**config.mk**
```make
export PLATFORM = sky130hd
export DESIGN_NAME = mmu_top
export DESIGN_NICKNAME = d
export VERILOG_FILES = /design/src/hdl/mmu_pkg.sv /design/src/hdl/mmu_top.sv /design/src/hdl/tlb_result.sv /design/src/hdl/tlb_execute.sv /design/src/hdl/tlb_cmd_decode.sv
export VERILOG_INCLUDE_DIRS = /design/src /design/src/hdl
export SDC_FILE = /design/constraint.sdc
export NUM_CORES = 2
export LEC_CHECK = 0
export ABC_AREA = 1
export BUFFER_PORTS_ARGS = -buffer_cell sky130_fd_sc_hd__buf_4
export CAP_MARGIN = 20
export CORE_ASPECT_RATIO = 1.75
export CORE_MARGIN = 3
export CORE_UTILIZATION = 43
export CTS_BUF_LIST = sky130_fd_sc_hd__clkbuf_8
export DETAILED_ROUTE_END_ITERATION = 6
export PLACE_DENSITY = 0.63
export SLEW_MARGIN = 15
export SYNTH_ARGS = -nofsm -noshare
export SYNTH_HDL_FRONTEND = slang
export SYNTH_SLANG_ARGS = --single-unit
```
**constraint.sdc**
```tcl
create_clock -name clk -period 5.2 [get_ports clk]
set_input_delay 0 -clock clk [delete_from_list [all_inputs] [get_ports clk]]
set_output_delay 0 -clock clk [all_outputs]
set_load 0.01 [all_outputs]
```
**src/hdl/mmu_cfg.svh**
```systemverilog
`ifndef MMU_CFG_SVH
`define MMU_CFG_SVH

// number of TLB entries, power of two
`define MMU_TLBNUM 16

// 4 KB pages, bit 12 picks the odd page of a pair
`define MMU_OFFSET_WD 12

// address space id carried in EntryHi
`define MMU_ASID_WD 8

// virtual page pair number, address bits 31..13
`define MMU_VPN2_WD 19

// physical frame number in EntryLo
`define MMU_PFN_WD 20

`endif
```
**src/hdl/mmu_pkg.sv**
```systemverilog
`include "mmu_cfg.svh"

package mmu_pkg;

    typedef enum logic [2:0] {
        OP_TRANSLATE = 3'd0,
        OP_PROBE     = 3'd1,
        OP_TLBR      = 3'd2,
        OP_TLBWI     = 3'd3,
        OP_MTC0      = 3'd4,
        OP_MFC0      = 3'd5
    } cmd_op_e;

    typedef enum logic [1:0] {
        SEL_ENTRYHI  = 2'd0,
        SEL_ENTRYLO0 = 2'd1,
        SEL_ENTRYLO1 = 2'd2,
        SEL_INDEX    = 2'd3
    } cp0_sel_e;

    typedef enum logic [2:0] {
        EXC_NONE         = 3'd0,
        EXC_TLBL_REFILL  = 3'd1,
        EXC_TLBS_REFILL  = 3'd2,
        EXC_TLBL_INVALID = 3'd3,
        EXC_TLBS_INVALID = 3'd4,
        EXC_MOD          = 3'd5,
        EXC_BAD_CMD      = 3'd6
    } tlb_exc_e;

    // one entry maps an even/odd page pair
    typedef struct packed {
        logic [`MMU_VPN2_WD-1:0] vpn2;
        logic [`MMU_ASID_WD-1:0] asid;
        logic                    g;
        logic [`MMU_PFN_WD-1:0]  pfn0;
        logic [2:0]              c0;
        logic                    d0;
        logic                    v0;
        logic [`MMU_PFN_WD-1:0]  pfn1;
        logic [2:0]              c1;
        logic                    d1;
        logic                    v1;
    } tlb_entry_t;

endpackage

```
**src/hdl/mmu_top.sv**
```systemverilog
`include "mmu_cfg.svh"

module mmu_top (
    input  logic              clk,
    input  logic              reset,
    input  logic              cmd_valid,
    input  mmu_pkg::cmd_op_e  cmd_op,
    input  mmu_pkg::cp0_sel_e cmd_sel,
    input  logic              cmd_store,
    input  logic [31:0]       cmd_addr,
    input  logic [31:0]       cmd_wdata,
    output logic              result_valid,
    output logic [31:0]       result_data,
    output mmu_pkg::tlb_exc_e result_exc
);
    import mmu_pkg::*;

    // decode to execute
    logic        d_valid;
    cmd_op_e     d_op;
    cp0_sel_e    d_sel;
    logic        d_store;
    logic [31:0] d_addr;
    logic [31:0] d_wdata;
    logic        d_bad;

    // execute to result
    logic                    x_valid;
    cmd_op_e                 x_op;
    logic                    x_store;
    logic                    x_bad;
    logic [`MMU_OFFSET_WD:0] x_addr_low;
    logic                    x_hit;
    logic                    x_v;
    logic                    x_d;
    logic [`MMU_PFN_WD-1:0]  x_pfn;
    logic [31:0]             x_data;

    tlb_cmd_decode u_decode (
        .clk       (clk),
        .reset     (reset),
        .cmd_valid (cmd_valid),
        .cmd_op    (cmd_op),
        .cmd_sel   (cmd_sel),
        .cmd_store (cmd_store),
        .cmd_addr  (cmd_addr),
        .cmd_wdata (cmd_wdata),
        .d_valid   (d_valid),
        .d_op      (d_op),
        .d_sel     (d_sel),
        .d_store   (d_store),
        .d_addr    (d_addr),
        .d_wdata   (d_wdata),
        .d_bad     (d_bad)
    );

    tlb_execute #(
        .TLBNUM (`MMU_TLBNUM)
    ) u_execute (
        .clk        (clk),
        .reset      (reset),
        .d_valid    (d_valid),
        .d_op       (d_op),
        .d_sel      (d_sel),
        .d_store    (d_store),
        .d_addr     (d_addr),
        .d_wdata    (d_wdata),
        .d_bad      (d_bad),
        .x_valid    (x_valid),
        .x_op       (x_op),
        .x_store    (x_store),
        .x_bad      (x_bad),
        .x_addr_low (x_addr_low),
        .x_hit      (x_hit),
        .x_v        (x_v),
        .x_d        (x_d),
        .x_pfn      (x_pfn),
        .x_data     (x_data)
    );

    tlb_result u_result (
        .clk          (clk),
        .reset        (reset),
        .x_valid      (x_valid),
        .x_op         (x_op),
        .x_store      (x_store),
        .x_bad        (x_bad),
        .x_addr_low   (x_addr_low),
        .x_hit        (x_hit),
        .x_v          (x_v),
        .x_d          (x_d),
        .x_pfn        (x_pfn),
        .x_data       (x_data),
        .result_valid (result_valid),
        .result_data  (result_data),
        .result_exc   (result_exc)
    );

endmodule

```
**src/hdl/tlb_result.sv**
```systemverilog
`include "mmu_cfg.svh"

module tlb_result (
    input  logic                    clk,
    input  logic                    reset,
    input  logic                    x_valid,
    input  mmu_pkg::cmd_op_e        x_op,
    input  logic                    x_store,
    input  logic                    x_bad,
    input  logic [`MMU_OFFSET_WD:0] x_addr_low,
    input  logic                    x_hit,
    input  logic                    x_v,
    input  logic                    x_d,
    input  logic [`MMU_PFN_WD-1:0]  x_pfn,
    input  logic [31:0]             x_data,
    output logic                    result_valid,
    output logic [31:0]             result_data,
    output mmu_pkg::tlb_exc_e       result_exc
);
    import mmu_pkg::*;

    tlb_exc_e    exc;
    logic [31:0] paddr;
    logic [31:0] data;

    assign paddr = {x_pfn, x_addr_low[`MMU_OFFSET_WD-1:0]};

    // refill beats invalid beats modified
    always_comb begin
        if (x_bad) begin
            exc = EXC_BAD_CMD;
        end else if (x_op != OP_TRANSLATE) begin
            exc = EXC_NONE;
        end else if (!x_hit) begin
            exc = x_store ? EXC_TLBS_REFILL : EXC_TLBL_REFILL;
        end else if (!x_v) begin
            exc = x_store ? EXC_TLBS_INVALID : EXC_TLBL_INVALID;
        end else if (x_store && !x_d) begin
            exc = EXC_MOD;
        end else begin
            exc = EXC_NONE;
        end
    end

    always_comb begin
        data = '0;
        if (!x_bad) begin
            case (x_op)
                OP_TRANSLATE: data = (exc == EXC_NONE) ? paddr : '0;
                OP_PROBE:     data = x_data;
                OP_MFC0:      data = x_data;
                default:      data = '0;
            endcase
        end
    end

    always_ff @(posedge clk) begin
        if (reset) begin
            result_valid <= 1'b0;
        end else begin
            result_valid <= x_valid;
        end
    end

    always_ff @(posedge clk) begin
        result_data <= data;
        result_exc  <= exc;
    end

endmodule

```
**src/hdl/tlb_execute.sv**
```systemverilog
`include "mmu_cfg.svh"

module tlb_execute #(
    parameter int TLBNUM = `MMU_TLBNUM
) (
    input  logic                    clk,
    input  logic                    reset,
    input  logic                    d_valid,
    input  mmu_pkg::cmd_op_e        d_op,
    input  mmu_pkg::cp0_sel_e       d_sel,
    input  logic                    d_store,
    input  logic [31:0]             d_addr,
    input  logic [31:0]             d_wdata,
    input  logic                    d_bad,
    output logic                    x_valid,
    output mmu_pkg::cmd_op_e        x_op,
    output logic                    x_store,
    output logic                    x_bad,
    output logic [`MMU_OFFSET_WD:0] x_addr_low,
    output logic                    x_hit,
    output logic                    x_v,
    output logic                    x_d,
    output logic [`MMU_PFN_WD-1:0]  x_pfn,
    output logic [31:0]             x_data
);
    import mmu_pkg::*;

    localparam int IDX_WD = $clog2(TLBNUM);
    localparam int LO_WD  = `MMU_PFN_WD + 6;

    tlb_entry_t tlb [TLBNUM];

    logic [`MMU_VPN2_WD-1:0] entryhi_vpn2;
    logic [`MMU_ASID_WD-1:0] entryhi_asid;
    logic [LO_WD-1:0]        entrylo0;
    logic [LO_WD-1:0]        entrylo1;
    logic                    index_p;
    logic [IDX_WD-1:0]       index_val;

    logic                    is_probe;
    logic [`MMU_VPN2_WD-1:0] s_vpn2;
    logic                    s_odd;
    logic                    s_hit;
    logic [IDX_WD-1:0]       s_idx;
    tlb_entry_t              s_ent;
    tlb_entry_t              r_ent;
    tlb_entry_t              w_ent;
    logic [31:0]             probe_word;
    logic [31:0]             mfc0_word;
    logic                    do_cmd;

    // probe keys on EntryHi and the even page, translate on the address
    assign is_probe = (d_op == OP_PROBE);
    assign s_vpn2   = is_probe ? entryhi_vpn2 : d_addr[31 -: `MMU_VPN2_WD];
    assign s_odd    = is_probe ? 1'b0 : d_addr[`MMU_OFFSET_WD];
    assign do_cmd   = d_valid && !d_bad;

    // walk downward so the lowest matching index is the one kept
    // s_idx stays zero on a miss
    always_comb begin
        s_hit = 1'b0;
        s_idx = '0;
        for (int i = TLBNUM - 1; i >= 0; i--) begin
            if (tlb[i].vpn2 == s_vpn2 && (tlb[i].g || tlb[i].asid == entryhi_asid)) begin
                s_hit = 1'b1;
                s_idx = IDX_WD'(i);
            end
        end
    end

    assign s_ent = tlb[s_idx];
    assign r_ent = tlb[index_val];

    always_comb begin
        w_ent      = '0;
        w_ent.vpn2 = entryhi_vpn2;
        w_ent.asid = entryhi_asid;
        w_ent.g    = entrylo0[0] & entrylo1[0];
        {w_ent.pfn0, w_ent.c0, w_ent.d0, w_ent.v0} = entrylo0[LO_WD-1:1];
        {w_ent.pfn1, w_ent.c1, w_ent.d1, w_ent.v1} = entrylo1[LO_WD-1:1];
    end

    assign probe_word = {!s_hit, {(31 - IDX_WD){1'b0}}, s_idx};

    always_comb begin
        case (d_sel)
            SEL_ENTRYHI: begin
                mfc0_word = {entryhi_vpn2, {(32 - `MMU_VPN2_WD - `MMU_ASID_WD){1'b0}},
                             entryhi_asid};
            end
            SEL_ENTRYLO0: mfc0_word = {{(32 - LO_WD){1'b0}}, entrylo0};
            SEL_ENTRYLO1: mfc0_word = {{(32 - LO_WD){1'b0}}, entrylo1};
            default:      mfc0_word = {index_p, {(31 - IDX_WD){1'b0}}, index_val};
        endcase
    end

    // every architectural update lands here, one command per cycle
    always_ff @(posedge clk) begin
        if (reset) begin
            for (int i = 0; i < TLBNUM; i++) begin
                tlb[i] <= '0;
            end
            entryhi_vpn2 <= '0;
            entryhi_asid <= '0;
            entrylo0     <= '0;
            entrylo1     <= '0;
            index_p      <= 1'b0;
            index_val    <= '0;
        end else if (do_cmd) begin
            case (d_op)
                OP_PROBE: begin
                    index_p   <= !s_hit;
                    index_val <= s_idx;
                end
                OP_TLBR: begin
                    entryhi_vpn2 <= r_ent.vpn2;
                    entryhi_asid <= r_ent.asid;
                    entrylo0     <= {r_ent.pfn0, r_ent.c0, r_ent.d0, r_ent.v0, r_ent.g};
                    entrylo1     <= {r_ent.pfn1, r_ent.c1, r_ent.d1, r_ent.v1, r_ent.g};
                end
                OP_TLBWI: begin
                    tlb[index_val] <= w_ent;
                end
                OP_MTC0: begin
                    case (d_sel)
                        SEL_ENTRYHI: begin
                            entryhi_vpn2 <= d_wdata[31 -: `MMU_VPN2_WD];
                            entryhi_asid <= d_wdata[`MMU_ASID_WD-1:0];
                        end
                        SEL_ENTRYLO0: entrylo0 <= d_wdata[LO_WD-1:0];
                        SEL_ENTRYLO1: entrylo1 <= d_wdata[LO_WD-1:0];
                        default: begin
                            index_p   <= 1'b0;
                            index_val <= d_wdata[IDX_WD-1:0];
                        end
                    endcase
                end
                default: begin
                end
            endcase
        end
    end

    always_ff @(posedge clk) begin
        if (reset) begin
            x_valid <= 1'b0;
        end else begin
            x_valid <= d_valid;
        end
    end

    always_ff @(posedge clk) begin
        x_op       <= d_op;
        x_store    <= d_store;
        x_bad      <= d_bad;
        x_addr_low <= d_addr[`MMU_OFFSET_WD:0];
        x_hit      <= s_hit;
        x_v        <= s_odd ? s_ent.v1 : s_ent.v0;
        x_d        <= s_odd ? s_ent.d1 : s_ent.d0;
        x_pfn      <= s_odd ? s_ent.pfn1 : s_ent.pfn0;
        x_data     <= is_probe ? probe_word : mfc0_word;
    end

endmodule

```
**src/hdl/tlb_cmd_decode.sv**
```systemverilog
`include "mmu_cfg.svh"

module tlb_cmd_decode (
    input  logic               clk,
    input  logic               reset,
    input  logic               cmd_valid,
    input  mmu_pkg::cmd_op_e   cmd_op,
    input  mmu_pkg::cp0_sel_e  cmd_sel,
    input  logic               cmd_store,
    input  logic [31:0]        cmd_addr,
    input  logic [31:0]        cmd_wdata,
    output logic               d_valid,
    output mmu_pkg::cmd_op_e   d_op,
    output mmu_pkg::cp0_sel_e  d_sel,
    output logic               d_store,
    output logic [31:0]        d_addr,
    output logic [31:0]        d_wdata,
    output logic               d_bad
);
    import mmu_pkg::*;

    logic op_legal;
    logic is_translate;

    // codes 6 and 7 have no operation behind them
    assign op_legal = cmd_op inside {OP_TRANSLATE, OP_PROBE, OP_TLBR,
                                     OP_TLBWI, OP_MTC0, OP_MFC0};
    assign is_translate = (cmd_op == OP_TRANSLATE);

    always_ff @(posedge clk) begin
        if (reset) begin
            d_valid <= 1'b0;
        end else begin
            d_valid <= cmd_valid;
        end
    end

    always_ff @(posedge clk) begin
        d_op    <= cmd_op;
        d_sel   <= cmd_sel;
        d_addr  <= cmd_addr;
        d_wdata <= cmd_wdata;
        d_bad   <= !op_legal;
        // store only means something for a translation
        d_store <= cmd_store && is_translate;
    end

endmodule

```
==> results by group <==
Outcome
  • Status: complete, but fails checks
  • Failing checks: design-rule violations

Synthesis
  • Synth top cells by count: nor2_1, edfxtp_1, nand3_1, nand2_1, inv_1
  • EDFF count, synth: 1248
  • Synth warnings: 0
  • Most frequent cell after synthesis: nor2_1
  • Yosys top cell area share: 0.479
  • Yosys top cell by area: edfxtp_1
  • Sequential area share after synthesis: 0.548
  • Number of register bits inferred by synthesis: 1517
  • Cell Area, Synth: 78300 um2
  • Fraction of registers with async set/reset: 0
  • Synthesized Nets: 9301
  • Post-synthesis cell count: 9228
  • Avg Cell Area, Syn: 8.48 um2
  • Synth Flop Type: edfxtp_1
  • Yosys cell types: 49
  • Synth area leaders: edfxtp_1, nor2_1, nand3_1

Clock network
  • Post-CTS setup buffers: 0
  • CTS tree: built
  • Sink Count: 1517
  • H-tree levels: 4
  • Worst skew pair latency: 1.05 ns
  • CTS root buffer: clkbuf_8
  • Maximum root-to-sink buffer count: 4
  • Clk slew on worst S/H paths: 0.07 ns
  • Inserted Clock Buffers: 226

Setup path
  • Critical Path Sink Type: register
  • Worst EP required: 6.06 ns
  • Slowest CP cell: buf_4
  • Crit Path Max Fanout: 163
  • Crit. Startpoint: u_decode.d_op[2]
  • Reg2Reg Capture Point: u_execute.x_pfn[0]
  • Worst reg-to-reg path cell count: 17
  • Setup crit start kind: register
  • Arr. time, crit path: 5.79 ns
  • Crit Path Class: register to register
  • Worst R2R Setup Slack: 0.27 ns
  • Crit-path cells: nor2_4, buf_4, nand3_1, nand2_1, buf_4, xor2_1, nor4_1, nand4_1, buf_12, buf_4, nand3_1, nand3_1, nand3_1, nand3_1, nand2_1, nand2_1, nand2_1
  • Crit-path max cell delay: 0.75 ns
  • R2r startpoint: u_decode.d_op[2]
  • Critical Path Sink: u_execute.x_pfn[0]
  • Crit path top cell by count: nand3_1

Pwr
  • Worst IR Drop VDD: 278 uV
  • P_leak: 34.4 nW
  • Pwr Density: 297 nW/um2
  • Overall power: 26.5 mW

GRT
  • Vias in the first global route: 71000
  • GR Overflow Total: 0
  • First-pass GRT wire length: 501000 um
  • Initial antenna violation count: 28
  • Largest net degree at the start of global routing: 197
  • Gr usage total: 0.372

Drt
  • Final WL: 357000 um
  • Drc violations: 2
  • Vias per inst: 6.25
  • Post-route ant nets: 0
  • WL per Instance: 30.1 um
  • Routed via count: 74100
  • Drt pass-1 iters: 7
  • 1st-iter DRT viols: 11000

STA
  • RSZ-0062 raised after global routing: no
  • Setup TNS: 0 ns
  • Worst Tran Pin Value: 1.33 ns
  • FMAX: 203 MHz
  • Worst slew margin: 0.114
  • Final Slew Violations: 0
  • Hold WS: 0.145 ns
  • Tmin final: 4.93 ns
  • Period utilization: 0.948
  • Final setup fails: 0
  • Final Hold Viols: 0
  • Final clock skew: 0.0817 ns

Worst hold path
  • Hold crit path type: input port to register

Die
  • Ports: 109
  • Height of the die: 570 um
  • # rows: 206
  • Die width: 329 um
  • Initial core utilization: 0.434
  • Die area: 187000 um2
  • Std-Cell Core Area: 180000 um2

Cells and area
  • Multi-input combinational cell area: 29000 um2
  • Ratio of cells with drive above 1 in the final layout: 0.0873
  • Fillers: 17000
  • Nets: 9324
  • Storage cell area: 42900 um2
  • Area grow syn2layout: 13.7%

Placement
  • GP Congestion: 1.06
  • Port bufs: 108
  • DP HPWL: 207000 um

Job
  • Max-cap violation count: 0
==> timing repair <==
item	CTS	global route
gates resized for setup	0	6
hold endpoints to repair	108	0
setup endpoints to repair	0	14
hold buffers	146	0
==> state kept, by name, indices dropped and copies added, names as in the netlist, 2 cells and up, named ones only <==
signal                  count
u_decode.d_wdata           32
u_decode.d_sel              2
u_execute.tlb            1248
u_execute.x_pfn            20
u_execute.index_val         4
u_execute.x_op              3
u_execute.entrylo1         26
u_execute.x_data           32
u_execute.entryhi_vpn2     19
u_execute.entrylo0         26
u_result.result_exc         3
u_execute.x_addr_low       12
u_decode.d_op               3
u_execute.entryhi_asid      8
u_result.result_data       32
u_decode.d_addr            32
==> metal layers <==
metal  vias up  global-route usage  part of all wire  routed length, um
met5         -                   0           0.00047                166
met4        20               0.339              0.11              40200
met3      1883              0.0847              0.12              42100
met2      5992               0.590              0.45             162000
met1     35100               0.414              0.32             112000
li1      31100                   -                 -                  -
==> cell type report <==
cell class | instances | area share
antenna | 32 | 0.000900
clock buffer | 261 | 0.0404
clock inverter | 156 | 0.0125
inverter | 996 | 0.0424
multi-input combinational | 5957 | 0.325
sequential | 1517 | 0.482
tap | 2392 | 0.0336
timing repair buffer | 553 | 0.0631
==> how the worst min path moves through the flow <==
| stage | to | startpoint | cells past startpoint |
|---|---|---|---|
| 3_5_place_dp | u_decode.d_addr[1] | cmd_addr[1] | 1 |
| 4_1_cts | u_decode.d_wdata[4] | cmd_wdata[4] | 3 |
| 5_1_grt | u_decode.d_wdata[8] | cmd_wdata[8] | 3 |
| 2_1_floorplan | u_decode.d_addr[0] | cmd_addr[0] | 0 |
| 6_report | u_decode.d_wdata[8] | cmd_wdata[8] | 3 |
| 3_3_place_gp | u_decode.d_addr[1] | cmd_addr[1] | 1 |
==> worst max-delay path: cells and delay by family, from the launching register on <==
kind                   cells  cell delay, ns
AND/OR/NAND/NOR           12            1.66
XOR/XNOR                   1            0.55
flip-flops                 1            0.36
buffers and inverters      4            2.08
==> cell families after synthesis <==
family,Yosys count,synth area share
xor+xnor,286,0.0320
simple gates,3923,0.211
compound gates,1748,0.121
buf+inv,1754,0.0879
flops,1517,0.548
==> metrics by stage <==
stage               cells  utilization  cell area (um2)  setup WS, ns
global route        11900        0.493            89000       0.00917
finish              11900        0.493            89000         0.268
global placement    11300        0.458            82700         0.240
floorplan            9228            -            78300          1.15
CTS                 11800        0.493            88900         0.253
detailed placement  11300        0.458            82700         0.276
==> report_power, final <==
part           switching [mW]  internal [mW]  leakage, nW
clock network            5.06           5.42         2.66
logic                    1.59          0.594         16.7
registers               0.278           13.5         15.1
==> cell usage in the layout, fill, tap and decap left out, drive strengths merged, types with 19 or more instances in the layout <==
master       instances
nor3                23
clkbuf             261
o21ai              857
inv               1004
a31oi              156
clkinv             126
nand2             1106
a21oi              524
xor2               248
nand4               43
a221oi              25
o22ai              108
diode               32
edfxtp            1248
xnor2               38
dlygate4sd3        146
nor4                33
nand3             1097
dfxtp              269
buf                407
a211oi              19
nor2              1572
nand3b              34
No activity file was read; power rests on OpenSTA's default activity.
